**config.mk**
```make
export PLATFORM = sky130hd
export DESIGN_NAME = op_execute
export DESIGN_NICKNAME = d
export VERILOG_FILES = /design/src/bops_pkg.sv /design/src/op_execute.sv
export SDC_FILE = /design/constraint.sdc
export NUM_CORES = 2
export LEC_CHECK = 0
export ABC_AREA = 1
export BUFFER_PORTS_ARGS = -buffer_cell sky130_fd_sc_hd__buf_2
export CAP_MARGIN = 30
export CORE_AREA = 5 5 279 281
export DETAILED_ROUTE_END_ITERATION = 6
export DIE_AREA = 0 0 284 286
export PLACE_DENSITY = 0.65
export SLEW_MARGIN = 20
export SYNTH_ARGS = -nofsm -noshare
export SYNTH_HDL_FRONTEND = slang
export SYNTH_SLANG_ARGS = --single-unit
```
**constraint.sdc**
```tcl
create_clock -name clock -period 20.6 [get_ports clock]
set_clock_uncertainty 0.05 [all_clocks]
set_input_delay 4.12 -clock clock [delete_from_list [all_inputs] [get_ports clock]]
set_output_delay 4.12 -clock clock [all_outputs]
set_load 0.03 [all_outputs]
```
**src/bops_pkg.sv**
```systemverilog
package bops_pkg;

	////////////////////////////////////////////////////////////////////////////
	// Basic operator set
	////////////////////////////////////////////////////////////////////////////

	typedef enum logic [3:0] {
		OP_ADD      = 4'd0,
		OP_SUB      = 4'd1,
		OP_MULT     = 4'd2,
		OP_L_ADD    = 4'd3,
		OP_L_SUB    = 4'd4,
		OP_L_MULT   = 4'd5,
		OP_L_MAC    = 4'd6,
		OP_L_MSU    = 4'd7,
		OP_L_SHL    = 4'd8,
		OP_L_SHR    = 4'd9,
		OP_NORM_L   = 4'd10,
		OP_L_ABS    = 4'd11,
		OP_L_NEGATE = 4'd12
	} op_t;

	// Saturation limits, 16-bit ones already sign-extended
	localparam logic [31:0] MAX_32 = 32'h7fff_ffff;
	localparam logic [31:0] MIN_32 = 32'h8000_0000;
	localparam logic [31:0] MAX_16 = 32'h0000_7fff;
	localparam logic [31:0] MIN_16 = 32'hffff_8000;

	////////////////////////////////////////////////////////////////////////////
	// Instruction word and stage bundles
	////////////////////////////////////////////////////////////////////////////

	typedef struct packed {
		logic [3:0] rsvd;
		op_t        op;
		logic [7:0] dst;
		logic [7:0] src_a;
		logic [7:0] src_b;
	} instr_3a_t;

	// Shift form carries the count in place of the second source
	typedef struct packed {
		logic [3:0]        rsvd;
		op_t               op;
		logic [7:0]        dst;
		logic [7:0]        src;
		logic signed [7:0] shift;
	} instr_sh_t;

	typedef union packed {
		instr_3a_t ta;
		instr_sh_t sh;
	} instr_u;

	typedef struct packed {
		op_t               op;
		logic [7:0]        dst;
		logic [31:0]       a;
		logic [31:0]       b;
		logic [31:0]       c;
		logic signed [7:0] shift;
	} exec_t;

	typedef struct packed {
		logic [7:0]  dst;
		logic [31:0] value;
		logic        ovf;
	} result_t;

endpackage

```
**src/op_execute.sv**
```systemverilog
`timescale 1ns/1ps

module op_execute (
	input  logic              clock,
	input  logic              i_rst,
	input  bops_pkg::exec_t   i_exec,
	input  logic              i_exec_valid,
	output bops_pkg::result_t o_res,
	output logic              o_res_valid
);

	logic signed [15:0] a16;
	logic signed [15:0] b16;
	logic signed [31:0] prod;
	logic signed [31:0] lmult;
	logic               lmult_ovf;
	logic signed [8:0]  lcount;
	logic [5:0]         lsh;
	logic [4:0]         rsh;
	logic signed [63:0] shl_wide;
	logic signed [31:0] shr_val;
	logic [31:0]        mag;
	logic [4:0]         norm;
	logic [31:0]        value;
	logic               ovf;

	// {overflow, value} for a 16-bit result
	function automatic logic [32:0] sat16(input logic signed [32:0] x);
		if (x[32:15] != {18{x[32]}})
			return {1'b1, x[32] ? bops_pkg::MIN_16 : bops_pkg::MAX_16};
		return {1'b0, x[31:0]};
	endfunction

	function automatic logic [32:0] sat32(input logic signed [32:0] x);
		if (x[32] != x[31])
			return {1'b1, x[32] ? bops_pkg::MIN_32 : bops_pkg::MAX_32};
		return {1'b0, x[31:0]};
	endfunction

	////////////////////////////////////////////////////////////////////////////
	// Shared terms
	////////////////////////////////////////////////////////////////////////////

	always_comb
	begin
		a16       = i_exec.a[15:0];
		b16       = i_exec.b[15:0];
		prod      = a16 * b16;
		// Only -32768 * -32768 reaches 2^30
		lmult_ovf = (prod == 32'sh4000_0000);
		lmult     = lmult_ovf ? bops_pkg::MAX_32 : prod <<< 1;

		// Positive count means left, L_shr mirrors it
		lcount = {i_exec.shift[7], i_exec.shift};
		if (i_exec.op == bops_pkg::OP_L_SHR)
			lcount = -lcount;
		lsh      = (lcount > 9'sd32) ? 6'd32 : lcount[5:0];
		rsh      = (lcount < -9'sd31) ? 5'd31 : 5'(-lcount);
		shl_wide = 64'($signed(i_exec.a)) <<< lsh;
		shr_val  = $signed(i_exec.a) >>> rsh;

		// Leading sign bits by priority search
		mag  = i_exec.a[31] ? ~i_exec.a : i_exec.a;
		norm = 5'd0;
		for (int i = 0; i < 31; i++)
			if (mag[i])
				norm = 5'(30 - i);
		if (i_exec.a == '1)
			norm = 5'd31;
	end

	////////////////////////////////////////////////////////////////////////////
	// Operator select
	////////////////////////////////////////////////////////////////////////////

	always_comb
	begin
		value = '0;
		ovf   = 1'b0;
		case (i_exec.op)
			bops_pkg::OP_ADD:    {ovf, value} = sat16(33'(a16) + 33'(b16));
			bops_pkg::OP_SUB:    {ovf, value} = sat16(33'(a16) - 33'(b16));
			bops_pkg::OP_MULT:   {ovf, value} = sat16(33'(prod >>> 15));
			bops_pkg::OP_L_ADD:
				{ovf, value} = sat32(33'($signed(i_exec.a)) + 33'($signed(i_exec.b)));
			bops_pkg::OP_L_SUB:
				{ovf, value} = sat32(33'($signed(i_exec.a)) - 33'($signed(i_exec.b)));
			bops_pkg::OP_L_MULT: {ovf, value} = {lmult_ovf, lmult};
			bops_pkg::OP_L_MAC:
			begin
				{ovf, value} = sat32(33'($signed(i_exec.c)) + 33'(lmult));
				ovf = ovf | lmult_ovf;
			end
			bops_pkg::OP_L_MSU:
			begin
				{ovf, value} = sat32(33'($signed(i_exec.c)) - 33'(lmult));
				ovf = ovf | lmult_ovf;
			end
			bops_pkg::OP_L_SHL, bops_pkg::OP_L_SHR:
			begin
				if (lcount <= 9'sd0)
					value = shr_val;
				else if (shl_wide[63:31] != {33{shl_wide[31]}})
				begin
					ovf   = 1'b1;
					value = i_exec.a[31] ? bops_pkg::MIN_32 : bops_pkg::MAX_32;
				end
				else
					value = shl_wide[31:0];
			end
			bops_pkg::OP_NORM_L: value = {27'd0, norm};
			bops_pkg::OP_L_ABS:
				value = (i_exec.a == bops_pkg::MIN_32) ? bops_pkg::MAX_32 :
					(i_exec.a[31] ? -i_exec.a : i_exec.a);
			bops_pkg::OP_L_NEGATE:
				value = (i_exec.a == bops_pkg::MIN_32) ? bops_pkg::MAX_32 : -i_exec.a;
			default: value = '0;
		endcase
	end

	always_ff @(posedge clock)
	begin
		if (i_rst)
			o_res_valid <= 1'b0;
		else
			o_res_valid <= i_exec_valid;
		if (i_exec_valid)
			o_res <= '{dst: i_exec.dst, value: value, ovf: ovf};
	end

endmodule

```
## Yosys cells after proc, flatten, opt, wreduce, memory -nomap -nowiden

Cells that the tools add are included.

- Multiplexer cells: 84
- Eq/ne operators: 23
- Reductions and logical operators: 2
- Add/sub/neg operators: 9
- Shift operators: 2
- Magnitude comparators: 3
- Multiply operators: 1
- Bitwise operators: 3

Operators by type and width:

| operator | count |
|---|---|
| $mux 33 | 16 |
| $mux 32 | 14 |
| $pmux 32 s12 | 1 |
| $mux 5 | 33 |
| $eq 32x32->1 const B | 3 |
| $add 32x32->33 | 2 |
| $sub 32x32->33 | 2 |
| $sshl 32x6->64 | 1 |
| $ne 17x17->1 | 2 |
| $mul 16x16->32 | 1 |
| $ne 32x32->1 | 1 |
| $neg 32->32 | 1 |
| $sshr 32x5->32 | 1 |
| $mux 31 | 1 |
| $not 31->31 | 1 |
| $eq 4x4->1 const B | 5 |
| $add 16x16->17 | 1 |
| $sub 16x16->17 | 1 |
| $eq 4x3->1 const B | 4 |
| $mux 1 | 16 |
| $gt 9x7->1 const B | 1 |
| $le 9x1->1 const B | 1 |
| $lt 9x6->1 const B | 1 |
| $mux 9 | 1 |
| 10 further kinds | 16 |

- Input port bits: 119
- Register bits after elaboration: 42
- Output and inout bits: 42

## Depth between registers and ports, before layout

- Depth after elaboration: 35
- Depth in mapped cells: 72
- Depth with buffers taken out: 70

## Worst setup path before layout

OpenSTA, ideal clock, no wires.

- Path type: input to register
- Start point: input port i_exec[82] (netlist name)
- End point: register o_res[29] (netlist name) (data pin)
- Path slack: 5343 ps
- Data required time: 20297 ps
- Buffers on the path: 3
- Stages: 65
- Arrival: 14954 ps
- Cells stage by stage: clkbuf_1 -> clkbuf_1 -> buf_1 -> nand2_1 -> fa_1 -> inv_1 -> fa_1 -> inv_1 -> fa_1 -> inv_1 -> fa_1 -> fa_1 -> inv_1 -> fa_1 -> inv_1 -> ha_1 -> a21oi_1 -> o21ai_0 -> [29 not listed] -> fa_1 -> inv_1 -> nand2_1 -> o21ai_0 -> a21boi_0 -> o21ai_0 -> a21oi_1 -> o21ai_0 -> a21oi_1 -> o21ai_0 -> a21boi_0 -> o21ai_0 -> xor2_1 -> o21ai_0 -> nand4_1 -> nand3b_1 -> nor2_1 -> nand2_1

- Longest elaborated chain between the ends: 10
- Elaborated cells on any way between the ends: 64
- Those cells by class: add/sub (7); mul (1); eq/ne (10); shift (2); mux (44)

Ends and longest elaborated chain:

| element | RTL line | RTL |
|---|---|---|
| start: declaration | op_execute.sv:6 | `input bops_pkg::exec_t i_exec,` |
| $mul 16x16->32 | op_execute.sv:48 | `prod = a16 * b16;` |
| $eq 32x32->1 | op_execute.sv:50 | `lmult_ovf = (prod == 32'sh4000_0000);` |
| $mux 32 | op_execute.sv:51 | `lmult = lmult_ovf ? bops_pkg::MAX_32 : prod <<< 1;` |
| $sub 32x32->33 or $add 32x32->33 (tied branches) | op_execute.sv:96, op_execute.sv:91 |  |
| $ne 1x1->1 | op_execute.sv:35 | `if (x[32] != x[31])` |
| $mux 1 | op_execute.sv:35 |  |
| $mux 1 | op_execute.sv:80 | `case (i_exec.op)` |
| $mux 33 | op_execute.sv:37 | `return {1'b0, x[31:0]};` |
| $mux 33 | op_execute.sv:80 |  |
| $pmux 32 s12 (*) | op_execute.sv:80 |  |
| net value[28] | op_execute.sv:24 | `logic [31:0] value;` |
| end signal: assignment | op_execute.sv:128 | `o_res <= '{dst: i_exec.dst, value: value, ovf: ovf};` |
| end: declaration | op_execute.sv:8 | `output bops_pkg::result_t o_res,` |

The timed path passes the listed nets; every way through them passes the cells marked *. The select of a mux whose other input is x is not followed.
A chain may end at the register's enable or synchronous reset.

## Worst setup path in the final report

Ends and elaborated chain as after synthesis.

==> results.toml <==
[cts]
post_cts.resized_instances = 0
post-cts-setup-buffer-count = 0
cts_buffers = 5
path_clk_slew_ns = 0.07
cts.path.max_buffers = 2
tritoncts_clock_tree = "done"
clock_sinks = 42
htreeDepth = 2
ctsRootBufferMaster = "sky130_fd_sc_hd__clkbuf_16"
holdBufCountCts = 0

[route]
first_iter_violations = 3556
via_per_inst = 5.602
routed-via-count = 32390
first_pass_iters = 6
wirelength_um = 123100
wl_per_cell_um = 21.29
final_antenna_violating_net_count = 0
drt_drc_violations_left = 0

[die]
initial_utilization_pct = 39.41
area_of_the_die_mm2 = 0.08122
core.rowCount = 101
design.core.area_mm2 = 0.07519
pin_count = 161
die_w_um = 284
floorplan.die.height_um = 286

[yosys]
number_of_unique_standard_cell_types_used_by_synthesis = 62
synth_area_per_cell_um2 = 6.081
async_reset_ff_share_pct = 0
flip_flop_and_latch_count_after_synthesis = 42
syn_nets = 5487
postSynthCellCount = 4873
synth_ff_type = "sky130_fd_sc_hd__edfxtp_1"
synth_edf_count = 41
mappedNetlistArea_mm2 = 0.02963
seq_area_frac_synth_pct = 4.222
synthesis.yosys.warnings = 0

[worst_setup_path]
crit_path_top_delay_cell = "sky130_fd_sc_hd__fa_1"
largest_fanout_of_any_net_on_the_critical_path = 27
cp_slowest_stage_delay_ns = 0.56
start_kind = "input pin"
cp_common_cell = "sky130_fd_sc_hd__inv_1"
timing.critical_path.from = "i_exec[82]"
timing.critical_path.required_ns = 20.60
worst_setup_path_class = "in2reg"
endpoint = "o_res[29]$_DFFE_PP_"
worst_ep_arrival_time_ns = 16.80
setup.worst_path.end_class = "flop"

[final_layout]
share_of_layout_cells_above_drive_strength_1_pct = 6.501
flow.area_growth_from_synthesis_pct = 4.201
final.fill_count = 8254
design.final.nets = 5412

[global_route]
first_global_vias = 31230
grt_max_degree = 82
antenna_found_initial = 5
track_usage_pct = 29.20
grt_pass1_wl_um = 187100
gr-total-overflow = 0

[sta]
rsz0062_at_grt = "false"
fin_crit_sh_pct = 81.51
max_fclk_ghz = 0.05955
finalSetupViolations = 0
maxSlewViolCount = 0
final.min_clock_period_ns = 16.79
finalSetupTns_ns = 0
tightest_slew_ns = 0.9976
max_slew_margin_pct = 33.49
hold_violations = 0

[flow_run]
max-cap-violations = 0

[place]
dpl.hpwl_um = 100500
gp_routability_congestion = 1.037
port-buffer-count = 160

[status]
run_status = "finished clean"

[min_path]
worst_hold_launch = "i_rst"
hold_class = "in2reg"
==> synth_stat cells, types with 6 or more instances <==
cell type,n,area share [%]
sky130_fd_sc_hd__nand3_1,448,7.6
sky130_fd_sc_hd__o221ai_1,7,0.21
sky130_fd_sc_hd__nor2_1,305,3.9
sky130_fd_sc_hd__xnor2_1,51,1.5
sky130_fd_sc_hd__buf_4,11,0.28
sky130_fd_sc_hd__a21o_1,8,0.20
sky130_fd_sc_hd__nand2_2,19,0.40
sky130_fd_sc_hd__buf_6,20,0.76
sky130_fd_sc_hd__a31oi_1,16,0.34
sky130_fd_sc_hd__nor2_2,6,0.13
sky130_fd_sc_hd__o21ai_1,30,0.51
sky130_fd_sc_hd__inv_1,747,9.5
sky130_fd_sc_hd__clkbuf_1,180,2.3
sky130_fd_sc_hd__nand3_2,43,1.5
sky130_fd_sc_hd__buf_1,25,0.32
sky130_fd_sc_hd__a21oi_1,263,4.4
sky130_fd_sc_hd__nor3_1,52,0.88
sky130_fd_sc_hd__edfxtp_1,41,4.2
sky130_fd_sc_hd__ha_1,229,9.7
sky130_fd_sc_hd__o211ai_1,27,0.68
sky130_fd_sc_hd__a211oi_1,8,0.20
sky130_fd_sc_hd__buf_2,38,0.64
sky130_fd_sc_hd__fa_1,266,18
sky130_fd_sc_hd__nand3b_1,7,0.18
sky130_fd_sc_hd__a21boi_0,15,0.38
sky130_fd_sc_hd__nor4_1,16,0.34
sky130_fd_sc_hd__o31ai_1,8,0.20
sky130_fd_sc_hd__o21bai_1,15,0.38
sky130_fd_sc_hd__o22ai_1,6,0.13
sky130_fd_sc_hd__nand2_1,1359,17
sky130_fd_sc_hd__xor2_1,148,4.4
sky130_fd_sc_hd__inv_2,16,0.20
sky130_fd_sc_hd__nand2_4,6,0.23
sky130_fd_sc_hd__o21ai_0,327,5.5
sky130_fd_sc_hd__nand4_1,53,1.1
sky130_fd_sc_hd__a221oi_1,7,0.21
==> layout make-up <==
type | instances | area (um2) | area share (%)
multi-input combinational | 3787 | 24190 | 78.35
sequential | 42 | 1251 | 4.052
inverter | 766 | 2878 | 9.319
tap | 978 | 1224 | 3.963
antenna | 5 | 12.51 | 0.04052
clock buffer | 5 | 125.1 | 0.4052
timing repair buffer | 196 | 1126 | 3.647
clock inverter | 3 | 68.82 | 0.2229
==> routing by layer <==
metal / track usage, % / up-vias / wire length [um]
met5: 0 / - / 13
met2: 48.02 / 1542 / 55430
met1: 38.29 / 15240 / 50170
li1: - / 15290 / -
met3: 3.402 / 316 / 10200
met4: 14.10 / 2 / 7293
==> cells in the final DEF, fill, tap and decap left out, types with 53 or more instances in the layout <==
cell / instances
sky130_fd_sc_hd__nand4_1: 53
sky130_fd_sc_hd__nand2_1: 1359
sky130_fd_sc_hd__buf_2: 159
sky130_fd_sc_hd__nor2_1: 304
sky130_fd_sc_hd__o21ai_0: 327
sky130_fd_sc_hd__fa_1: 266
sky130_fd_sc_hd__ha_1: 229
sky130_fd_sc_hd__inv_1: 747
sky130_fd_sc_hd__nand3_1: 448
sky130_fd_sc_hd__a21oi_1: 261
sky130_fd_sc_hd__xor2_1: 147
==> kinds of logic after synthesis <==
family	after synthesis	share of synthesized area, %
XOR/XNOR	199	5.881
adder cells (fa/ha/maj)	495	27.64
AO/OA/AOI/OAI	760	14.04
multiplexers	3	0.1013
AND/OR/NAND/NOR	2330	33.88
flip-flops	42	4.222
buffers and inverters	1044	14.24
==> worst min-delay path by stage <==
stage / slack (ns) / endpoint / cells past startpoint
after floorplan: 4.14 / o_res_valid$_SDFF_PP0_ / 1
after global placement: 4.23 / o_res_valid$_SDFF_PP0_ / 2
after detailed placement: 4.23 / o_res_valid$_SDFF_PP0_ / 2
after CTS: 3.91 / o_res_valid$_SDFF_PP0_ / 2
after global routing: 3.93 / o_res_valid$_SDFF_PP0_ / 2
final: 3.92 / o_res_valid$_SDFF_PP0_ / 2
==> per-stage QoR <==
| step | util, % | area (um2) | std cells | hold WS [ns] | setup slack [ns] |
|---|---|---|---|---|---|
| 2_1_floorplan | - | 29630 | 4873 | 4.141 | 5.343 |
| 3_3_place_gp | 40.69 | 30600 | 5766 | 4.227 | 3.616 |
| 3_5_place_dp | 40.76 | 30650 | 5768 | 4.229 | 3.591 |
| 4_1_cts | 41.02 | 30840 | 5776 | 3.912 | 3.888 |
| 5_1_grt | 41.06 | 30870 | 5778 | 3.934 | 2.663 |
| 6_report | 41.07 | 30880 | 5782 | 3.917 | 3.808 |
==> registers in the layout, summed over array words and instances (netlist names) <==
name,count
o_res,41
o_res_valid,1
==> critical path, delay by kind of cell <==
family	cells	cell delay [ns]
buffers and inverters	11	1.22
XOR/XNOR	2	0.32
adder cells (fa/ha/maj)	10	4.21
AND/OR/NAND/NOR	24	2.85
AO/OA/AOI/OAI	16	4.08
Power is left out: the tool's default activity adds up to more than one toggle a clock period on the data nets, which glitch-free logic cannot reach.
