===== src/bops_pkg.sv =====
package bops_pkg;

	////////////////////////////////////////////////////////////////////////////
	// Basic operator set
	////////////////////////////////////////////////////////////////////////////

	typedef enum logic [3:0] {
		OP_ADD      = 4'd0,
		OP_SUB      = 4'd1,
		OP_MULT     = 4'd2,
		OP_L_ADD    = 4'd3,
		OP_L_SUB    = 4'd4,
		OP_L_MULT   = 4'd5,
		OP_L_MAC    = 4'd6,
		OP_L_MSU    = 4'd7,
		OP_L_SHL    = 4'd8,
		OP_L_SHR    = 4'd9,
		OP_NORM_L   = 4'd10,
		OP_L_ABS    = 4'd11,
		OP_L_NEGATE = 4'd12
	} op_t;

	// Saturation limits, 16-bit ones already sign-extended
	localparam logic [31:0] MAX_32 = 32'h7fff_ffff;
	localparam logic [31:0] MIN_32 = 32'h8000_0000;
	localparam logic [31:0] MAX_16 = 32'h0000_7fff;
	localparam logic [31:0] MIN_16 = 32'hffff_8000;

	////////////////////////////////////////////////////////////////////////////
	// Instruction word and stage bundles
	////////////////////////////////////////////////////////////////////////////

	typedef struct packed {
		logic [3:0] rsvd;
		op_t        op;
		logic [7:0] dst;
		logic [7:0] src_a;
		logic [7:0] src_b;
	} instr_3a_t;

	// Shift form carries the count in place of the second source
	typedef struct packed {
		logic [3:0]        rsvd;
		op_t               op;
		logic [7:0]        dst;
		logic [7:0]        src;
		logic signed [7:0] shift;
	} instr_sh_t;

	typedef union packed {
		instr_3a_t ta;
		instr_sh_t sh;
	} instr_u;

	typedef struct packed {
		op_t               op;
		logic [7:0]        dst;
		logic [31:0]       a;
		logic [31:0]       b;
		logic [31:0]       c;
		logic signed [7:0] shift;
	} exec_t;

	typedef struct packed {
		logic [7:0]  dst;
		logic [31:0] value;
		logic        ovf;
	} result_t;

endpackage


===== src/op_decode.sv =====
`timescale 1ns/1ps

module op_decode #(
	parameter int MEM_AW = 8
) (
	input  logic              clock,
	input  logic              i_rst,
	input  logic              i_issue,
	input  bops_pkg::instr_u  i_cmd,
	output logic [MEM_AW-1:0] o_raddr,
	input  logic [31:0]       i_rdata,
	output bops_pkg::exec_t   o_exec,
	output logic              o_exec_valid
);

	localparam logic [2:0] ST_IDLE = 3'd0;
	localparam logic [2:0] ST_RD_A = 3'd1;
	localparam logic [2:0] ST_RD_B = 3'd2;
	localparam logic [2:0] ST_RD_C = 3'd3;
	localparam logic [2:0] ST_EXEC = 3'd4;

	logic [2:0]        step;
	bops_pkg::instr_u  cmd_q;
	logic              is_shift;
	logic [7:0]        addr_a;
	logic [7:0]        addr_b;
	logic [7:0]        raddr;
	logic signed [7:0] shift;
	logic [31:0]       a_q;
	logic [31:0]       b_q;

	// Fetch sequence A, B, then destination word as accumulator
	always_ff @(posedge clock)
	begin
		if (i_rst)
			step <= ST_IDLE;
		else
		begin
			case (step)
				ST_IDLE: if (i_issue) step <= ST_RD_A;
				ST_RD_A: step <= ST_RD_B;
				ST_RD_B: step <= ST_RD_C;
				ST_RD_C: step <= ST_EXEC;
				default: step <= ST_IDLE;
			endcase
		end
	end

	// Read data lags the address by one cycle
	always_ff @(posedge clock)
	begin
		if (i_issue)
			cmd_q <= i_cmd;
		if (step == ST_RD_B)
			a_q <= i_rdata;
		if (step == ST_RD_C)
			b_q <= i_rdata;
	end

	assign is_shift = (cmd_q.ta.op == bops_pkg::OP_L_SHL) ||
		(cmd_q.ta.op == bops_pkg::OP_L_SHR);

	// Shift form has no second source, so its slot rereads the first
	always_comb
	begin
		// Source A sits in the same field in both views
		addr_a = cmd_q.ta.src_a;
		if (is_shift)
		begin
			addr_b = cmd_q.sh.src;
			shift  = cmd_q.sh.shift;
		end
		else
		begin
			addr_b = cmd_q.ta.src_b;
			shift  = '0;
		end
		case (step)
			ST_RD_A: raddr = addr_a;
			ST_RD_B: raddr = addr_b;
			default: raddr = cmd_q.ta.dst;
		endcase
	end

	assign o_raddr = raddr[MEM_AW-1:0];

	assign o_exec_valid = (step == ST_EXEC);
	assign o_exec.op    = cmd_q.ta.op;
	assign o_exec.dst   = cmd_q.ta.dst;
	assign o_exec.a     = a_q;
	assign o_exec.b     = b_q;
	assign o_exec.c     = i_rdata;
	assign o_exec.shift = shift;

endmodule


===== config.mk =====
export PLATFORM = sky130hd
export DESIGN_NAME = op_decode
export DESIGN_NICKNAME = d
export VERILOG_FILES = /design/src/bops_pkg.sv /design/src/op_decode.sv
export SDC_FILE = /design/constraint.sdc
export NUM_CORES = 1
export LEC_CHECK = 0
export ABC_AREA = 1
export BUFFER_PORTS_ARGS = -buffer_cell sky130_fd_sc_hd__clkbuf_2
export CAP_MARGIN = 30
export CORE_ASPECT_RATIO = 0.5
export CORE_MARGIN = 10
export CORE_UTILIZATION = 45
export DETAILED_ROUTE_END_ITERATION = 10
export GPL_ROUTABILITY_DRIVEN = 0
export PLACE_DENSITY = 0.81
export SLEW_MARGIN = 20
export SYNTH_ARGS = -nofsm -noshare
export SYNTH_HDL_FRONTEND = slang
export SYNTH_SLANG_ARGS = --single-unit

===== constraint.sdc =====
create_clock -name clock -period 3.6 [get_ports clock]
set_clock_uncertainty 0.1 [all_clocks]
set_input_delay 0.36 -clock clock [delete_from_list [all_inputs] [get_ports clock]]
set_output_delay 0.36 -clock clock [all_outputs]
set_load 0.01 [all_outputs]

# Word level (Yosys, flattened, before mapping)
# Index checks and enable logic that the tools add are counted.
# totals
regBits,95
inputBits,67
output_inout_bits,125
# classes
n_eq_ne,7
n_mux,5
reduce_logical,2
# ops
cell,count
8-bit two-way mux,2
8-bit case mux with 2 select lines,1
3-bit case mux with 4 select lines,1
4-bit == test (second input constant),2
3-bit by 2-bit == test with 1-bit output (second input constant),2
3-bit by 1-bit == test with 1-bit output (second input constant),1
3-bit == test (second input constant),1
3-bit logical NOT,1
3-bit two-way mux,1
2-bit inequality test (second input constant),1
1-bit logical OR,1

# Depth between registers and ports, before layout
# Gate-level depths: netlist (run 1).
# logic_depth
word_depth,4
mapped_depth,7
ltp_nobuf,7

# Worst setup path before layout (run 1)
# No wires, ideal clock.
# synth_path
path_type,register to register
start,register step[0]
end,"register b_q[0], enable pin"
setup_time_ns,0.461
t_arrival_ns,2.721
path_slack_ns,0.318
path_stages_with_launch,3
path_buffers,0
period_less_slack_ns,3.282
path_cell_list,dfxtp_1 inv_1 nor3_1
# synth_via
elab_chain_len,1
# synth_rtl
element,line_no,rtl
start: declaration,op_decode.sv:22,logic [2:0] step;
start signal: assignment,op_decode.sv:36,step <= ST_IDLE;
start signal: assignment,op_decode.sv:40,ST_IDLE: if (i_issue) step <= ST_RD_A;
start signal: assignment,op_decode.sv:41,ST_RD_A: step <= ST_RD_B;
3-bit by 2-bit == test with 1-bit output,op_decode.sv:56,if (step == ST_RD_C)
end signal: assignment,op_decode.sv:57,b_q <= i_rdata;
end: declaration,op_decode.sv:30,logic [31:0] b_q;
# Every way passes these cells.
# A chain may end at the register's enable or synchronous reset.

# Final worst setup path (run 1)
# layout_path
start,register step[0]
end,output port o_raddr[7]
# layout_via
elab_chain_len,2
word_cells_on_any_way,3
cone_classes,eq/ne: 2; mux: 1
# layout_rtl
element,line_no,rtl
3-bit by 2-bit == test with 1-bit output / 3-bit by 1-bit == test with 1-bit output (equally long branches),op_decode.sv:78,case (step)
8-bit case mux with 2 select lines (*),op_decode.sv:78,
end: declaration,op_decode.sv:10,"output logic [MEM_AW-1:0] o_raddr,"
# Mark *: on every way between the ends. The rest lies on a longest branch, timed or not.

==> results.md, run 1 <==
- Status: completed
- Req. time, crit path: 3.14 ns
- Initial detailed-routing violation count: 112
- WP buf/inv: 2
- Die height: 83.52 um
- Fmax achieved: 396.1 MHz
- Core area: 7914 um^2
- Worst-path clk slew: 0.06 ns
- CTS tree: yes
- Highest-delay cell along the critical path: inv_2
- Pwr dens: 542.6 nW/um^2
- Hold path startpoint: i_cmd[10]
- #FFs+latches synth: 95
- Setup-failing EPs final: 0
- RSZ-0062 raised after global routing: false
- Worst-margin pin slew: 0.8563 ns
- Final setup TNS: 0 ns
- Reg2Reg Setup Slack: 1.81 ns
- Layout area overhead: 29.32%
- Largest net degree at the start of global routing: 41
- Post-Syn Nets: 313
- Max-cap viol count: 0
- Clock Latency Late Sink: 0.34 ns
- FP Rows: 23
- R2r endpoint: a_q[4]
- Worst hold stages: 1
- Critical Path, Cell by Cell: nor2_2, nand2_4, inv_2, nand3_1, nand2_1, clkbuf_2
- Lkg Pwr: 2.160 nW
- Clock buffer count from CTS: 9
- Vias in the first global route: 2359
- Number of remaining DRC errors: 0
- Final wirelength: 8800 um
- DR WL/cell: 17.02 um
- CTS sink cnt: 95
- Global-route wire length before repair: 13170 um
- Max stage delay on crit path: 0.64 ns
- Synthesized area: 3631 um^2
- Root Buffer Master: clkbuf_16
- Fin crit period: 2.525 ns
- Mean Syn Cell Area: 14.76 um^2
- CP endpoint kind: output pin
- Fin crit share: 70.13%
- HP Class: primary input to flop
- Hold path endpoint: cmd_q[10]
- Final-report max-slew violation count: 0
- Grt total ovfl: 0
- GRT Overall Usage: 13.90%
- Post-Synthesis Cells: 246
- Crit Reg-Reg Startpoint: step[0]
- Startpoint Class: flop
- First-pass DRT Iterations: 5
- Synth top area cells: edfxtp_1 (76%), buf_4 (9.3%), nand2_1 (4.2%)
- Antenna violations before repair: 0
- CTS max path bufs: 2
- CP arrival: 2.06 ns
- Hold_buf cts: 0
- CTS resizes: 0
- Diodes inserted: 0
- Worst-path fanout max: 40
- Nets@finish: 467
- Register area share after synthesis: 77.74%
- Hpwl dp: 6824 um
- Synth top area share: 76.09%
- Fraction of registers with async set or reset after synthesis: 0%
- Initial Utilization: 45.88%
- CTS H-Tree Depth: 3
- Delay-heaviest family, CP: buffers and inverters
- Final core occ: 59.34%
- R2R depth: 3
- PortBufs: 187
- Via density: 4.389
- Seq pwr share: 50.9%
- Die ar.: 12280 um^2
- Yosys warnings: 0
- Antenna viol nets, final: 0
- Post-CTS setup buffers: 0
- Synth area leader: edfxtp_1
- Setup Crit Path Kind: flop to output pin
- Post-synth EDFFs: 92
- Sw Ratio: 22.28%
- Most frequent cell after synthesis: edfxtp_1
- Chip width: 147.0 um
- Clock power frac: 39.1%
- Comb power frac: 9.9%
- Int Power: 1.980 mW
- Top post-synthesis cells by count: edfxtp_1 (92), buf_4 (45), nand2_1 (41), inv_1 (26), nand3_1 (16)
- Synth cell types: 17
- Worst vdd ir: 370.1 uV
- DR vias: 2269
- Hold Vio Cnt, Final: 0
- Primary FF master, synth: edfxtp_1
- Rel. slew slack: 42.83%
- # IOs: 192
- Switching pwr: 0.5677 mW
- Layout cells sized above 1: 52.10%
[metrics by stage]
stage	setup slack [ns]	instance area, um^2	hold WS [ns]	instances	total power, mW
floorplan	0.3178	3631	0.3291	246	1.469
global placement	1.498	4382	0.4032	501	1.570
detailed placement	1.411	4382	0.4119	501	1.579
CTS	1.002	4696	0.07831	517	2.575
global route	0.9045	4696	0.08002	517	2.640
finish	1.075	4696	0.09342	517	2.548
[how the worst max path moves through the flow]
stage             from         end  cells past startpoint
6_report       step[0]  o_raddr[7]                      6
3_3_place_gp   step[2]  o_raddr[0]                      6
3_5_place_dp   step[0]  o_raddr[1]                      6
5_1_grt        step[0]  o_raddr[7]                      6
4_1_cts        step[0]  o_raddr[7]                      6
2_1_floorplan  step[0]      b_q[0]                      2
[kinds of logic after synthesis]
logic type	count (synthesis)	synth area share, %
buffers and inverters	75	12.47
DFF	95	77.74
and+or+nand+nor	74	9.511
AOI/OAI and AO/OA	2	0.2754
[placed cells by master (no fill, tap or decap)]
master     count
clkbuf_2     187
edfxtp_1      92
nand2_1       41
inv_1         26
nand3_1       16
nor2_1         9
clkbuf_16      9
inv_2          3
dfxtp_1        3
nor2_2         2
bufinv_16      2
clkbuf_1       2
nand2_4        1
nor3_2         1
nand3_4        1
inv_4          1
nand3b_4       1
nor3_1         1
a21oi_1        1
o21ai_0        1
nor4_1         1
clkinv_4       1
inv_6          1
clkinv_1       1
buf_4          1
[state kept, by name (all words and copies together) (netlist names)]
| register | flops |
|---|---|
| step | 3 |
| a_q | 32 |
| cmd_q | 28 |
| b_q | 32 |
[layer usage]
layer | vias up | share of wire (%) | track usage, %
li1 | 1105 | - | -
met1 | 1078 | 32 | 11.94
met2 | 72 | 60 | 27.85
met3 | 14 | 6.8 | 4.870
met4 | 0 | 1.7 | 6.530
met5 | - | 0 | 0
[power by group through the flow]
stage	sequential, mW	combinational [mW]	clock (mW)
after floorplan	1.33	0.138	0
after global placement	1.32	0.252	0
after detailed placement	1.32	0.258	0
after CTS	1.30	0.259	1.02
after global routing	1.30	0.279	1.06
final	1.30	0.253	0.997
[final cells by class]
type                            count  area, um^2
Timing Repair Buffer              188       943.4
Multi-Input combinational cell     76       360.3
Sequential cell                    95        2823
Fill cell                         634        3218
Clock buffer                       11       232.7
Inverter                           30       115.1
Tap cell                          112       140.1
Clock inverter                      5       81.33
[worst reg2reg max path: cells and delay by family, from the launching register on]
family,cells,cell delay (ns)
buffers and inverters,1,0.64
DFF,1,0.37
and+or+nand+nor,2,0.29
No activity file was read; power rests on OpenSTA's default activity.
==> run 2, diff against run 1 <==
- ABC_AREA: 1 -> 0
- CORE_UTILIZATION: 45 -> 40
- PLACE_DENSITY: 0.81 -> 0.77
- clock period: 3.6 -> 2.26 ns (I/O delays scaled with it)
==> results.md, run 2 <==
- Post-synth EDFFs: 92
- CTS tree: yes
- # IOs: 192
- Number of remaining DRC errors: 0
- Fmax achieved: 462.3 MHz
- Synth cell types: 19
- Primary FF master, synth: edfxtp_1
- CTS sink cnt: 95
- Rel. slew slack: 52.80%
- Top post-synthesis cells by count: edfxtp_1 (92), buf_4 (44), a221o_1 (8), and2_1 (8), and3_1 (8)
- Vias in the first global route: 2423
- CTS H-Tree Depth: 3
- Commonest non-fill, non-tap cells in the layout: clkbuf_2 (187), edfxtp_1 (92), dlygate4sd3_1 (56)
- Final-report max-slew violation count: 0
- FP Rows: 23
- Core area: 8230 um^2
- Post-Syn Nets: 246
- Post-CTS setup buffers: 0
- Worst-path clk slew: 0.06 ns
- First-pass DRT Iterations: 4
- Worst-path fanout max: 8
- Setup Crit Path Kind: flop to output pin
- #FFs+latches synth: 95
- Grt total ovfl: 0
- Nets@finish: 458
- Global-route wire length before repair: 14190 um
- Fin crit period: 2.163 ns
- Synth top area cells: edfxtp_1 (80%), buf_4 (9.5%), a221o_1 (2.3%)
- Die ar.: 13030 um^2
- Worst vdd ir: 450.5 uV
- Hpwl dp: 6700 um
- Antenna viol nets, final: 0
- Layout area overhead: 47.39%
- Layout cells sized above 1: 52.78%
- Die height: 85.86 um
- RSZ-0062 raised after global routing: false
- CTS resizes: 0
- Largest regs: a_q x32, b_q x32, cmd_q x28
- Antenna violations before repair: 1
- Via density: 4.320
- GRT Overall Usage: 14.65%
- Clock buffer count from CTS: 9
- Status: completed
- Lkg Pwr: 2.198 nW
- Synth area leader: edfxtp_1
- HP Class: primary input to flop
- Commonest non-fill, non-tap cell in the layout: clkbuf_2
- Largest net degree at the start of global routing: 30
- DR WL/cell: 18.56 um
- Worst-margin pin slew: 0.7081 ns
- DR vias: 2199
- Initial detailed-routing violation count: 59
- Pre-CTS setup slack: 0.4487 ns
- Final setup TNS: 0 ns
- Initial Utilization: 42.16%
- Setup-failing EPs final: 0
- Chip width: 151.7 um
- Most frequent cell after synthesis: edfxtp_1
- Max-cap viol count: 0
- Final wirelength: 9449 um
- CTS max path bufs: 2
- Mean Syn Cell Area: 19.38 um^2
- Synthesized area: 3470 um^2
- Yosys warnings: 0
- Startpoint Class: flop
- CP arrival: 1.84 ns
- Root Buffer Master: clkbuf_16
- Post-Synthesis Cells: 179
- Fraction of registers with async set or reset after synthesis: 0%
- Pwr dens: 795.5 nW/um^2
- Register area share after synthesis: 81.36%
- Req. time, crit path: 1.93 ns
- Synth top area share: 79.62%
- Clock Latency Late Sink: 0.33 ns
- CP endpoint kind: output pin
- Fin crit share: 95.71%
- Setup ws final: 0.09690 ns
- PortBufs: 187
- Hold Vio Cnt, Final: 0
## run 2: cell types whose count changed after synthesis, moves of 3 or more
cell	previous run	this run
nand2_1	41	1
inv_1	26	0
nand3_1	16	0
a221o_1	0	8
and2_1	0	8
and3_1	0	8
nor2_1	9	3
inv_2	3	0
## run 2: cell type report
| cell class | instances | area (um^2) |
|---|---|---|
| Sequential cell | 95 | 2823 |
| Timing Repair Buffer | 247 | 1539 |
| Antenna cell | 1 | 2.502 |
| Clock buffer | 13 | 240.2 |
| Fill cell | 624 | 3117 |
| Tap cell | 112 | 140.1 |
| Multi-Input combinational cell | 38 | 301.5 |
| Clock inverter | 3 | 67.56 |
## run 2: cells by family after synthesis
| logic type | after synthesis | share of synthesized area [%] |
|---|---|---|
| compound gates | 10 | 2.957 |
| buf+inv | 46 | 10.17 |
| flops | 95 | 81.36 |
| simple gates | 28 | 5.518 |
## run 2: timing repair
action / CTS / global route
endpoints found under the setup margin: 0 / 0
hold buffers: 55 / 1
hold endpoints to repair: 82 / 2
## run 2: per-stage QoR
stage / cell area [um^2] / utilization, % / instances / power [mW] / hold slack [ns]
final: 5114 / 62.13 / 509 / 4.068 / 0.01187
after global routing: 5114 / 62.13 / 509 / 4.239 / 0.002317
after CTS: 5101 / 61.98 / 507 / 4.122 / 0.001197
after detailed placement: 4243 / 51.55 / 436 / 2.483 / 0.3046
after global placement: 4243 / 51.55 / 436 / 2.472 / 0.3027
after floorplan: 3472 / - / 179 / 2.311 / 0.1984
## run 2: report_power, final
| group | internal (mW) | leakage (nW) | switching [mW] | total, mW |
|---|---|---|---|---|
| combinational | 0.218 | 1.17 | 0.234 | 0.452 |
| clock | 0.971 | 0.144 | 0.580 | 1.55 |
| sequential | 2.03 | 0.880 | 0.0334 | 2.07 |
## run 2: routing by layer
| layer | GRT usage (%) | part of all wire, % | vias up |
|---|---|---|---|
| met5 | 0 | 0 | - |
| met4 | 5.680 | 2.4 | 0 |
| met1 | 13.20 | 32 | 1046 |
| met3 | 5.765 | 6.3 | 15 |
| li1 | - | - | 1061 |
| met2 | 28.66 | 59 | 77 |
## run 2: worst paths after layout
check / start / endpoint / slack, ns / cells past startpoint
hold / removal: i_rdata[26] / a_q[26] / 0.01 / 1
setup reg to reg: step[1] / a_q[28] / 0.53 / 3
hold reg to reg: step[1] / step[0] / 0.46 / 2
setup / recovery: cmd_q[25] / o_raddr[4] / 0.1 / 4
## run 2: critical path, cell delays in order (launching register included)
cell and delay (ns):
edfxtp_1 0.42, or3b_4 0.47, and3_1 0.20, a221o_1 0.27, clkbuf_2 0.14
