<file path="config.mk">
export PLATFORM = sky130hd
export DESIGN_NAME = host_port
export DESIGN_NICKNAME = d
export VERILOG_FILES = /design/src/bops_pkg.sv /design/src/bus_pkg.sv /design/src/host_port.sv
export SDC_FILE = /design/constraint.sdc
export NUM_CORES = 1
export LEC_CHECK = 0
export BUFFER_PORTS_ARGS = -buffer_cell sky130_fd_sc_hd__buf_2
export CAP_MARGIN = 30
export CORE_UTILIZATION = 41
export CTS_CLUSTER_DIAMETER = 30
export DETAILED_ROUTE_END_ITERATION = 7
export MAX_ROUTING_LAYER = met4
export PLACE_DENSITY = 0.87
export SLEW_MARGIN = 20
export SYNTH_ARGS = -nofsm -noshare
export SYNTH_HDL_FRONTEND = slang
export SYNTH_SLANG_ARGS = --single-unit
</file>
<file path="constraint.sdc">
create_clock -name clock -period 4.4 [get_ports clock]
set_input_delay 0.44 -clock clock [delete_from_list [all_inputs] [get_ports clock]]
set_output_delay 0.44 -clock clock [all_outputs]
set_load 0.005 [all_outputs]
</file>
<file path="src/bops_pkg.sv">
package bops_pkg;

	////////////////////////////////////////////////////////////////////////////
	// Basic operator set
	////////////////////////////////////////////////////////////////////////////

	typedef enum logic [3:0] {
		OP_ADD      = 4'd0,
		OP_SUB      = 4'd1,
		OP_MULT     = 4'd2,
		OP_L_ADD    = 4'd3,
		OP_L_SUB    = 4'd4,
		OP_L_MULT   = 4'd5,
		OP_L_MAC    = 4'd6,
		OP_L_MSU    = 4'd7,
		OP_L_SHL    = 4'd8,
		OP_L_SHR    = 4'd9,
		OP_NORM_L   = 4'd10,
		OP_L_ABS    = 4'd11,
		OP_L_NEGATE = 4'd12
	} op_t;

	// Saturation limits, 16-bit ones already sign-extended
	localparam logic [31:0] MAX_32 = 32'h7fff_ffff;
	localparam logic [31:0] MIN_32 = 32'h8000_0000;
	localparam logic [31:0] MAX_16 = 32'h0000_7fff;
	localparam logic [31:0] MIN_16 = 32'hffff_8000;

	////////////////////////////////////////////////////////////////////////////
	// Instruction word and stage bundles
	////////////////////////////////////////////////////////////////////////////

	typedef struct packed {
		logic [3:0] rsvd;
		op_t        op;
		logic [7:0] dst;
		logic [7:0] src_a;
		logic [7:0] src_b;
	} instr_3a_t;

	// Shift form carries the count in place of the second source
	typedef struct packed {
		logic [3:0]        rsvd;
		op_t               op;
		logic [7:0]        dst;
		logic [7:0]        src;
		logic signed [7:0] shift;
	} instr_sh_t;

	typedef union packed {
		instr_3a_t ta;
		instr_sh_t sh;
	} instr_u;

	typedef struct packed {
		op_t               op;
		logic [7:0]        dst;
		logic [31:0]       a;
		logic [31:0]       b;
		logic [31:0]       c;
		logic signed [7:0] shift;
	} exec_t;

	typedef struct packed {
		logic [7:0]  dst;
		logic [31:0] value;
		logic        ovf;
	} result_t;

endpackage

</file>
<file path="src/bus_pkg.sv">
package bus_pkg;

	////////////////////////////////////////////////////////////////////////////
	// Wishbone classic slave port
	////////////////////////////////////////////////////////////////////////////

	localparam int WB_AW = 10;
	localparam int WB_DW = 32;

	typedef struct packed {
		logic             cyc;
		logic             stb;
		logic             we;
		logic [WB_AW-1:0] adr;
		logic [WB_DW-1:0] dat;
	} wb_req_t;

	typedef struct packed {
		logic             ack;
		logic [WB_DW-1:0] dat;
	} wb_rsp_t;

	////////////////////////////////////////////////////////////////////////////
	// Address map
	////////////////////////////////////////////////////////////////////////////

	// Scratch memory sits in the words below this bit
	localparam int MEM_WIN_AW = 8;

	localparam logic [WB_AW-1:0] REG_CMD    = 10'h100;
	localparam logic [WB_AW-1:0] REG_STATUS = 10'h101;

	// Status word bits
	localparam int STAT_BUSY = 0;
	localparam int STAT_OVF  = 1;

endpackage

</file>
<file path="src/host_port.sv">
`timescale 1ns/1ps

module host_port (
	input  logic                        clock,
	input  logic                        i_rst,
	input  bus_pkg::wb_req_t            i_wb,
	output bus_pkg::wb_rsp_t            o_wb,
	output logic [bus_pkg::WB_AW-1:0]   o_mem_addr,
	output logic [bus_pkg::WB_DW-1:0]   o_mem_wdata,
	output logic                        o_mem_we,
	input  logic [bus_pkg::WB_DW-1:0]   i_mem_rdata,
	output logic                        o_issue,
	output bops_pkg::instr_u            o_cmd,
	input  logic                        i_busy,
	input  logic                        i_ovf,
	output logic                        o_ovf_clr
);

	logic                      mem_sel;
	logic                      cmd_sel;
	logic                      stat_sel;
	logic                      req;
	logic                      stall;
	logic                      go;
	logic                      ack_q;
	logic                      rd_pend;
	logic [bus_pkg::WB_DW-1:0] rdata_q;
	logic [bus_pkg::WB_DW-1:0] status;

	// Address decode
	assign mem_sel  = (i_wb.adr[bus_pkg::WB_AW-1:bus_pkg::MEM_WIN_AW] == '0);
	assign cmd_sel  = (i_wb.adr == bus_pkg::REG_CMD);
	assign stat_sel = (i_wb.adr == bus_pkg::REG_STATUS);

	// A new cycle, not the tail of one already acked
	assign req   = i_wb.cyc & i_wb.stb & ~ack_q;
	// Engine owns the memory while busy, status stays reachable
	assign stall = i_busy & (mem_sel | cmd_sel);
	assign go    = req & ~rd_pend & ~stall;

	always_comb
	begin
		status = '0;
		status[bus_pkg::STAT_BUSY] = i_busy;
		status[bus_pkg::STAT_OVF]  = i_ovf;
	end

	assign o_mem_addr  = i_wb.adr;
	assign o_mem_wdata = i_wb.dat;
	assign o_mem_we    = go & mem_sel & i_wb.we;

	always_ff @(posedge clock)
	begin
		if (i_rst)
		begin
			ack_q     <= 1'b0;
			rd_pend   <= 1'b0;
			o_issue   <= 1'b0;
			o_ovf_clr <= 1'b0;
		end
		else
		begin
			ack_q     <= 1'b0;
			rd_pend   <= 1'b0;
			o_issue   <= 1'b0;
			o_ovf_clr <= 1'b0;
			// Memory reads take one extra wait state for the RAM latency
			if (rd_pend)
				ack_q <= 1'b1;
			else if (go && mem_sel && !i_wb.we)
				rd_pend <= 1'b1;
			else if (go)
			begin
				ack_q     <= 1'b1;
				o_issue   <= cmd_sel & i_wb.we;
				o_ovf_clr <= stat_sel & i_wb.we;
			end
		end
	end

	always_ff @(posedge clock)
	begin
		if (rd_pend)
			rdata_q <= i_mem_rdata;
		else if (go)
			rdata_q <= stat_sel ? status : '0;
		if (go && cmd_sel && i_wb.we)
			o_cmd <= i_wb.dat;
	end

	assign o_wb.ack = ack_q;
	assign o_wb.dat = rdata_q;

endmodule

</file>
======== After elaboration in Yosys (flattened, before gate mapping) ========
Cells that the tools add are included.
W data, S select, Z words.
word-level totals
  bits in registers ....................... 68
  bits in latches ......................... 0
  bits in writable memories ............... 0
  ROM bits ................................ 0
  input bits .............................. 81
  output and inout bits ................... 110
  word-level logic and storage cells ...... 38
  memories ................................ 0
operators by class
  add/subtract/negate cells ............... 0
  multipliers ............................. 0
  div/mod/pow operators ................... 0
  $lt $le $gt $ge ......................... 0
  eq/ne operators ......................... 2
  shift operators ......................... 0
  multiplexer cells ....................... 7
  bitwise operators ....................... 14
  reduce and logical (&&, ||, !) cells .... 9
operators with widths
  operator               count
  $mux W32               2
  $eq A10 B9 Y1 const B  2
  $and A1 B1 Y1          9
  $logic_and A1 B1 Y1    4
  $mux W1                4
  $not A1 Y1             4
  $reduce_or A4 Y1       1
  $logic_not A2 Y1       1
  $mux W2                1
  $reduce_bool A2 Y1     1
  $reduce_or A2 Y1       1
  $logic_not A1 Y1       1
  $or A1 B1 Y1           1

======== Logic depth before layout (Yosys ltp) ========
Gate-level depths: netlist (run 1).
  depth in word-level cells ............... 9
  depth in mapped cells ................... 4
  depth with buffers taken out ............ 3

======== Least setup slack after synthesis (run 1) ========
Ideal clock, no wire load.
  path type ............................... input-to-reg
  start ................................... in i_wb[37] (netlist bit)
  end ..................................... reg o_cmd[0] (netlist bit) (enable)
  library setup time ...................... 461 ps
  arrival ................................. 3599 ps
  data required time ...................... 3939 ps
  slack ................................... 340 ps
  stages on the path ...................... 3
  path buffers ............................ 0
  cell sequence ........................... or4_1 > or3_4 > nor3_1
on the way
  word-level cells in the longest chain between the ends .. 7
RTL lines
  item                                   line             RTL
  start, declared                        host_port.sv:6   input bus_pkg::wb_req_t i_wb,
  $eq A10 B9 Y1 (*)                      host_port.sv:32  assign cmd_sel = (i_wb.adr == bus_pkg::REG_CMD);
  $or A1 B1 Y1                           host_port.sv:38  assign stall = i_busy & (mem_sel | cmd_sel);
  $and A1 B1 Y1                          host_port.sv:38
  $not A1 Y1                             host_port.sv:39  assign go = req & ~rd_pend & ~stall;
  $and A1 B1 Y1                          host_port.sv:39
  $logic_and A1 B1 Y1 (*) (2 in series)  host_port.sv:87  if (go && cmd_sel && i_wb.we)
  end signal, assigned                   host_port.sv:88  o_cmd <= i_wb.dat;
  end, declared                          host_port.sv:13  output bops_pkg::instr_u o_cmd,
Mark *: on every way between the ends. The rest lies on a longest branch, timed or not.
A chain may end at the register's enable or synchronous reset.

======== Worst setup path after layout (run 1) ========
  start ................................... reg rd_pend
  end ..................................... out o_mem_we
on the way
  word-level cells in the longest chain between the ends .. 5
RTL lines
  item                         line             RTL
  start, declared              host_port.sv:26  logic rd_pend;
  start signal, assigned       host_port.sv:57  rd_pend <= 1'b0;
  start signal, assigned       host_port.sv:64  rd_pend <= 1'b0;
  start signal, assigned       host_port.sv:71  rd_pend <= 1'b1;
  $not A1 Y1                   host_port.sv:39
  $and A1 B1 Y1 (2 in series)  host_port.sv:39
  $and A1 B1 Y1 (2 in series)  host_port.sv:50  assign o_mem_we = go & mem_sel & i_wb.we;
  end, declared                host_port.sv:10  output logic o_mem_we,
Every way passes these cells.

==> flow_summary.toml, run 1 <==
[synthesis]
seq_area_frac_synth_pct = 73.66
synth-async-reset-ratio_pct = 0
yosysWarningCount = 0
synth_edf_count = 64
synth_flop_cell = "edfxtp_1"
synthDistinctLibCells = 25
synth_cells = 171
syn-num-nets = 252
synth_seq_cells = 68
yosys.area.top_type_share_pct = 70.72
synth.most_common_cell = "edfxtp_1"
synthTopCellsByCount = "64 x edfxtp_1, 43 x buf_4, 30 x and2_1"
synthesis.area_um2 = 2718
synth_top_area_cell = "edfxtp_1"
yosys-top-cells-area = "edfxtp_1 71%, buf_4 12%, and2_1 6.9%"
avgSynthCellArea_um2 = 15.89

[setup_path]
cp-end-kind = "primary output"
crit_buf_inv = 2
arrival_ps = 1640
crit_slowest_cell = "dfxtp_1"
cp_max_fo = 33
crit_chain = "buf_8, and4bb_1, nand3_1, nor2_1, buf_2"
cp-start-kind = "flop"
crit_required_ps = 3960
critical_path.max_stage_delay_ps = 370
cpLargestDelayFamily = "simple AND/OR/NAND/NOR gates"
critPathKind = "flop to primary output"

[sta]
fin_setup_tns_ps = 0
maxSlewHeadroom_pct = 73.15
setup_viol = 0
slew_violations = 0
layout_worst_path_cycle_share_pct = 47.22
min_period_ps = 2078
worstMarginPinSlew_ps = 402.7
fin_skew_ps = 8.615
max_freq_ghz = 0.4813
hold_viol = 0
rsz0062_at_grt = "no"

[detailed_routing]
via_count = 1843
ant_nets = 0
drc = 0
wl_per_cell_um = 13.55
wirelength_um = 5555
drt_iter0_drc = 34
first_pass_iters = 4
vias_per_cell = 4.495

[placed_design]
gp_congestion = 0.8650
hpwlAfterDp_um = 4268
io_buffer_count = 190

[clocking]
cts_tree = "done"
clk_pin_slew_worst_paths_ps = 80
postCtsResizedCells = 0
clock-root-buffer = "clkbuf_8"
clock_latency_ps = 330
cts_sinks = 68
cts_buffers = 9
holdBufCountCts = 0
clockBufferDepth = 2
cts-htree-levels = 3
cts_setup_buffers = 0

[pwr]
vdd_ir_drop_max_mv = 0.2246
p_leak_nw = 1.699
p_total_mw = 1.373
power_density_nw_per_um2 = 372.7

[floorplan]
initial_utilization_pct = 42.55
die_y_um = 83.42
core_area_um2 = 6386
dieArea_um2 = 6958
num_io_pins = 191
fp.dieW_um = 83.42
row_count = 29

[global_route]
grt-ovfl-total = 0
grt_max_degree = 38
antenna_found_initial = 0
grt_pass1_vias = 1871
grt_pass1_wl_um = 8769
globalRouteTotalUtil_pct = 17.15

[min_path]
hold_path_class = "primary input to flop"

[status]
status = "complete, no violations"

[flow_run]
maxCapViolCount = 0

[layout]
syn_to_final_growth_pct = 35.59
final_nets = 409
insertedDiodeCount = 0
n_fill_cell = 537
drive_above_1_share_pct = 64.56
[sequential cells by signal, indices dropped and copies added (netlist names)]
name       flops
o_issue        1
ack_q          1
o_cmd         32
o_ovf_clr      1
rd_pend        1
rdata_q       32
[cell type report]
cell class                      count  area, um^2  share of cell area, %
Sequential cell                    68        2002                  54.33
Timing Repair Buffer              193       980.9                  26.62
Multi-Input combinational cell     53       371.6                  10.08
Clock buffer                        9       123.9                  3.362
Clock inverter                      7       98.84                  2.683
Tap cell                           77       96.34                  2.615
Inverter                            3       11.26                 0.3056
[layout by cell type, fill, tap and decap left out, types with 2 or more instances in the layout]
cell type,count
a22o_1,2
edfxtp_1,64
clkinv_4,2
dfxtp_1,4
nor4_2,2
and2_1,30
buf_4,2
nor4_1,2
nand2_1,2
clkbuf_8,9
bufinv_16,2
buf_2,190
inv_1,3
[metal layers]
layer	part of all wire, %	wire length [um]	GRT usage, %
met5	0	0	-
met4	0.49	27	6.009
met3	8.5	471	6.759
met2	55	3059	30.18
met1	36	1997	17.28
[where the power goes]
group | internal [mW] | switching, mW | total [mW] | leakage [nW]
Combinational | 0.0495 | 0.0456 | 0.0951 | 0.940
Sequential | 0.719 | 0.00296 | 0.722 | 0.649
Clock | 0.322 | 0.234 | 0.556 | 0.110
Total | 1.09 | 0.283 | 1.37 | 1.70
[per-stage QoR]
| step | hold slack [ps] | worst slack (ps) | area [um^2] | instances | utilization (%) |
|---|---|---|---|---|---|
| after floorplan | 517.8 | 340.0 | 2718 | 171 | - |
| after global placement | 629.7 | 2072 | 3447 | 393 | 53.98 |
| after detailed placement | 631.4 | 2014 | 3447 | 393 | 53.98 |
| after CTS | 273.6 | 1975 | 3670 | 409 | 57.46 |
| after global routing | 259.7 | 2179 | 3685 | 410 | 57.70 |
| final | 296.9 | 2322 | 3685 | 410 | 57.70 |
[path summary, 6_finish.rpt]
check	from	end	slack (ps)	depth (start not counted)
max	rd_pend	o_mem_we	2320	5
min	i_wb[4]	o_cmd[4]	300	1
max reg2reg	rd_pend	o_cmd[31]	2400	5
min reg2reg	rd_pend	rdata_q[1]	710	1
[worst register-to-register path, cell delays in order (launching register included)]
cell      delay (ps)
dfxtp_1          370
buf_8            180
and4bb_1         350
nand3_1          180
nor3_2           180
buf_4            370
[cells by family after synthesis]
group | after synthesis | share of synthesized area [%]
compound gates | 5 | 1.566
simple gates | 48 | 11.92
flops | 68 | 73.66
buf+inv | 50 | 12.85
Note: power is estimated with default switching activity, not from simulation.
==> inputs of run 2 (changes only) <==
ABC_AREA = 1   (was default)
PLACE_DENSITY = 0.86   (was 0.87)
clock period = 1.97 ns   (was 4.4 ns; I/O delays follow)
==> flow_summary.toml, run 2 <==
[status]
status = "finished, violations left"
violations = "DRC"

[sta]
fin_setup_tns_ps = 0
layout_worst_path_cycle_share_pct = 78.86
max_freq_ghz = 0.6437
fin_skew_ps = 10.36
rsz0062_at_grt = "no"
maxSlewHeadroom_pct = 78.39
min_period_ps = 1554
worstMarginPinSlew_ps = 324.1
slew_violations = 0
setup_ws_ps = 416.4
setup_viol = 0
hold_viol = 0

[floorplan]
row_count = 29
die_y_um = 84.92
dieArea_um2 = 7211
fp.dieW_um = 84.92
core_area_um2 = 6495
initial_utilization_pct = 43.40
num_io_pins = 191

[detailed_routing]
vias_per_cell = 4.396
first_pass_iters = 8
drt_iter0_drc = 77
wirelength_um = 5870
ant_nets = 0
via_count = 2031
wl_per_cell_um = 12.71
drc = 16

[layout]
drive_above_1_share_pct = 57.40
final_cells = 462
syn_to_final_growth_pct = 33.73
insertedDiodeCount = 0
layout_commonest_cell = "buf_2"
final_nets = 461
top_regs = "o_cmd: 32 flops, rdata_q: 32 flops"
finalInstanceArea_um2 = 3770
n_fill_cell = 531
mostFrequentLayoutCells = "190 x buf_2, 64 x edfxtp_1, 40 x nand2_1, 40 x inv_1, 9 x clkbuf_8"

[clocking]
cts_tree = "done"
cts-htree-levels = 3
clock_latency_ps = 340
cts_setup_buffers = 0
holdBufCountCts = 0
cts_sinks = 68
clock-root-buffer = "clkbuf_8"
clockBufferDepth = 2
clk_pin_slew_worst_paths_ps = 70
cts_buffers = 9
postCtsResizedCells = 0

[setup_path]
critPathKind = "flop to primary output"
crit_chain = "nor3_4, nand2_2, nor3_1, buf_2"
arrival_ps = 1360
r2r_cells = 4
crit_required_ps = 1770
crit_buf_inv = 1
crit_slowest_cell = "dfxtp_1"
cp_max_fo = 4
cp-end-kind = "primary output"
worst-path-stages = 4
cp-start-kind = "flop"
critical_path.max_stage_delay_ps = 350
cpLargestDelayFamily = "simple AND/OR/NAND/NOR gates"

[synthesis]
synth_edf_count = 64
synth_flop_cell = "edfxtp_1"
synthesis.area_um2 = 2819
synth_cells = 222
synth-async-reset-ratio_pct = 0
synth.most_common_cell = "edfxtp_1"
yosys-top-cells-area = "edfxtp_1 68%, buf_4 12%, inv_1 5.3%"
yosys.area.top_type_share_pct = 68.18
avgSynthCellArea_um2 = 12.70
synth_seq_cells = 68
synthTopCellsByCount = "64 x edfxtp_1, 44 x buf_4, 40 x inv_1, 40 x nand2_1, 7 x nor2_1"
seq_area_frac_synth_pct = 71.02
syn-num-nets = 303
synth_top_area_cell = "edfxtp_1"
synthDistinctLibCells = 20
yosysWarningCount = 0

[min_path]
hold_path_class = "primary input to flop"
holdPathStages = 2

[placed_design]
dpl_cell_area_um2 = 3571
io_buffer_count = 190
gp_congestion = 0.8283
hpwlAfterDp_um = 4595
dpl.cell_count = 446
dp_slack_ps = 394.1

[global_route]
grt_max_degree = 34
grt-ovfl-total = 0
grt_pass1_wl_um = 8673
grt_pass1_vias = 1829
globalRouteTotalUtil_pct = 16.64
antenna_found_initial = 0

[pwr]
power_density_nw_per_um2 = 777.3
p_leak_nw = 2.012
vdd_ir_drop_max_mv = 0.3761
p_total_mw = 2.930

[flow_run]
maxCapViolCount = 0
run 2: power breakdown:
| part | switching [mW] | total [mW] | internal, mW |
|---|---|---|---|
| clock network | 0.528 | 1.12 | 0.590 |
| registers | 0.00426 | 1.60 | 1.59 |
| logic | 0.107 | 0.216 | 0.108 |
| total | 0.640 | 2.93 | 2.29 |
run 2: stage by stage:
step | util, % | hold slack (ps)
2_1_floorplan | - | 266.1
3_3_place_gp | 54.98 | 377.3
3_5_place_dp | 54.98 | 378.7
4_1_cts | 58.04 | 15.12
5_1_grt | 58.04 | 23.11
6_report | 58.04 | 35.25
run 2: cells by family (layout without fill, tap and decap cells):
group                  count (synthesis)  in the layout  share of synthesized area [%]
AND/OR/NAND/NOR                       61             61                          10.16
AO/OA/AOI/OAI                          5              5                          1.110
flip-flops                            68             68                          71.02
buffers and inverters                 88            251                          17.71
run 2: final timing paths:
| path | slack, ps | startpoint | endpoint |
|---|---|---|---|
| setup / recovery | 420 | rd_pend | o_mem_we |
| hold / removal | 40 | i_rst | ack_q |
| setup reg to reg | 490 | rd_pend | rdata_q[31] |
| hold reg to reg | 550 | rd_pend | ack_q |
run 2: metal layers:
| metal | track usage (%) | part of all wire, % | vias up | wire [um] |
|---|---|---|---|---|
| met5 | - | 0 | - | 0 |
| met2 | 27.64 | 52 | 121 | 3053 |
| met1 | 18.26 | 38 | 919 | 2225 |
| met3 | 6.031 | 8.6 | 6 | 503 |
| li1 | - | - | 985 | - |
| met4 | 6.626 | 1.5 | 0 | 89 |
run 2: cell type report:
| type | count | area [um^2] | share of cell area [%] |
|---|---|---|---|
| timing repair buffer | 194 | 993.5 | 26.35 |
| sequential | 68 | 2002 | 53.10 |
| clock inverter | 7 | 75.07 | 1.991 |
| multi-input combinational | 66 | 325.3 | 8.629 |
| clock buffer | 9 | 123.9 | 3.286 |
| tap | 77 | 96.34 | 2.556 |
| inverter | 41 | 153.9 | 4.082 |
==> inputs of run 3 (changes only) <==
CORE_UTILIZATION = 37   (was 41)
PLACE_DENSITY = 0.82   (was 0.86)
clock period = 1.3 ns   (was 1.97 ns; I/O delays follow)
==> flow_summary.toml, run 3 (same netlist as run 2, synthesis figures left out) <==
[placed_design]
io_buffer_count = 190
dpl.cell_count = 476
hpwlAfterDp_um = 5073
dpl_cell_area_um2 = 3714
gp_congestion = 0.8249
dp_slack_ps = -211.3

[floorplan]
core_area_um2 = 7292
die_y_um = 89.29
num_io_pins = 191
initial_utilization_pct = 38.66
row_count = 31
fp.dieW_um = 89.29
dieArea_um2 = 7972

[sta]
rsz0062_at_grt = "yes"
layout_worst_path_cycle_share_pct = 112.7
maxSlewHeadroom_pct = 83.85
setup_viol = 49
slew_violations = 0
max_freq_ghz = 0.6826
fin_skew_ps = 4.612
worstMarginPinSlew_ps = 240.4
min_period_ps = 1465
hold_viol = 0
setup_ws_ps = -165.1

[layout]
syn_to_final_growth_pct = 55.57
insertedDiodeCount = 0
layout_commonest_cell = "buf_2"
final_core_util_pct = 60.14
final_nets = 508
final_cells = 531
mostFrequentLayoutCells = "190 x buf_2, 64 x edfxtp_1, 39 x nand2_1"
finalInstanceArea_um2 = 4385
multiInputGateArea_um2 = 376.6
top_regs = "o_cmd: 32 flops, rdata_q: 32 flops"
drive_above_1_share_pct = 56.25
n_fill_cell = 603
seqCellArea_um2 = 2004

[detailed_routing]
drc = 0
wl_per_cell_um = 14.42
drt_iter0_drc = 40
wirelength_um = 7655
first_pass_iters = 4
ant_nets = 0
via_count = 2271
vias_per_cell = 4.277

[global_route]
globalRouteTotalUtil_pct = 18.40
grt-ovfl-total = 0
grt_pass1_wl_um = 10150
antenna_found_initial = 0
grt_max_degree = 33
grt_pass1_vias = 2131

[pwr]
p_leak_nw = 2.256
vdd_ir_drop_max_mv = 0.4834
power_density_nw_per_um2 = 1092

[setup_path]
crit_required_ps = 1170
reg2reg_slack_ps = -100
cp-end-kind = "primary output"
r2r_cells = 5
cp_max_fo = 2
critPathKind = "flop to primary output"
cp-start-kind = "flop"
timing.rr.end = "o_cmd[1]"
arrival_ps = 1340
timing.rr.start = "ack_q"

[min_path]
hold_path_class = "primary input to flop"
min_from = "i_mem_rdata[28]"
whs_endpoint = "rdata_q[28]"
holdPathStages = 3

[clocking]
clk_pin_slew_worst_paths_ps = 80
cts_tree = "done"
clock_latency_ps = 330
cts_sinks = 68
clock-root-buffer = "clkbuf_8"
cts-htree-levels = 3
cts_buffers = 9
clockBufferDepth = 2

[status]
status = "finished, violations left"
violations = "setup timing"

[flow_run]
maxCapViolCount = 0
run 3: final cells by class:
cell class / instances / area share [%]
Multi-Input combinational cell: 66 / 8.588
Timing Repair Buffer: 241 / 34.04
Sequential cell: 68 / 45.71
Clock buffer: 10 / 2.910
Clock inverter: 6 / 2.026
Tap cell: 99 / 2.825
Inverter: 41 / 3.909
run 3: report_power, final:
group / internal, mW / switching [mW]
Combinational: 0.283 / 0.215
Clock: 1.08 / 0.793
Sequential: 2.41 / 0.00694
Total: 3.78 / 1.01
run 3: worst max path at each step:
stage,start,depth (start not counted),end,slack (ps)
floorplan,i_wb[37],5,o_cmd[0],-280
global placement,i_wb[37],7,o_cmd[24],-200
detailed placement,i_wb[37],7,o_cmd[26],-210
CTS,rd_pend,5,o_mem_we,-160
global route,ack_q,5,o_mem_we,-220
finish,ack_q,5,o_mem_we,-170
run 3: critical path, cell delays in order, from the launching register on:
cell	delay, ps
dfxtp_2	340
nor3_4	190
nand2_2	80
buf_6	130
nor3_4	130
buf_2	140
run 3: stage by stage:
stage | setup TNS, ps | total power, mW | hold WS (ps)
after detailed placement | -8947 | 2.838 | 320.0
after floorplan | -14730 | 2.648 | 199.1
after global placement | -8376 | 2.826 | 317.2
final | -3225 | 4.791 | 50.33
after CTS | -2360 | 4.774 | 37.85
after global routing | -5610 | 4.961 | 45.03
run 3: layer usage:
layer  GRT usage (%)  vias up  wire (um)
met3           5.263       12        531
met5               -        -          0
li1                -     1077          -
met1           17.39     1068       2691
met2           34.70      114       4253
met4           7.504        0        178
run 3: repair_timing:
action / 4_1_cts / 5_1_grt
gates resized for setup: 4 / 6
pin swaps: 2 / 2
setup buffers: 2 / 2
endpoints found under the setup margin: 1 / 67
hold endpoints to repair: 33 / 0
gates cloned: 0 / 2
hold buffers: 33 / 0
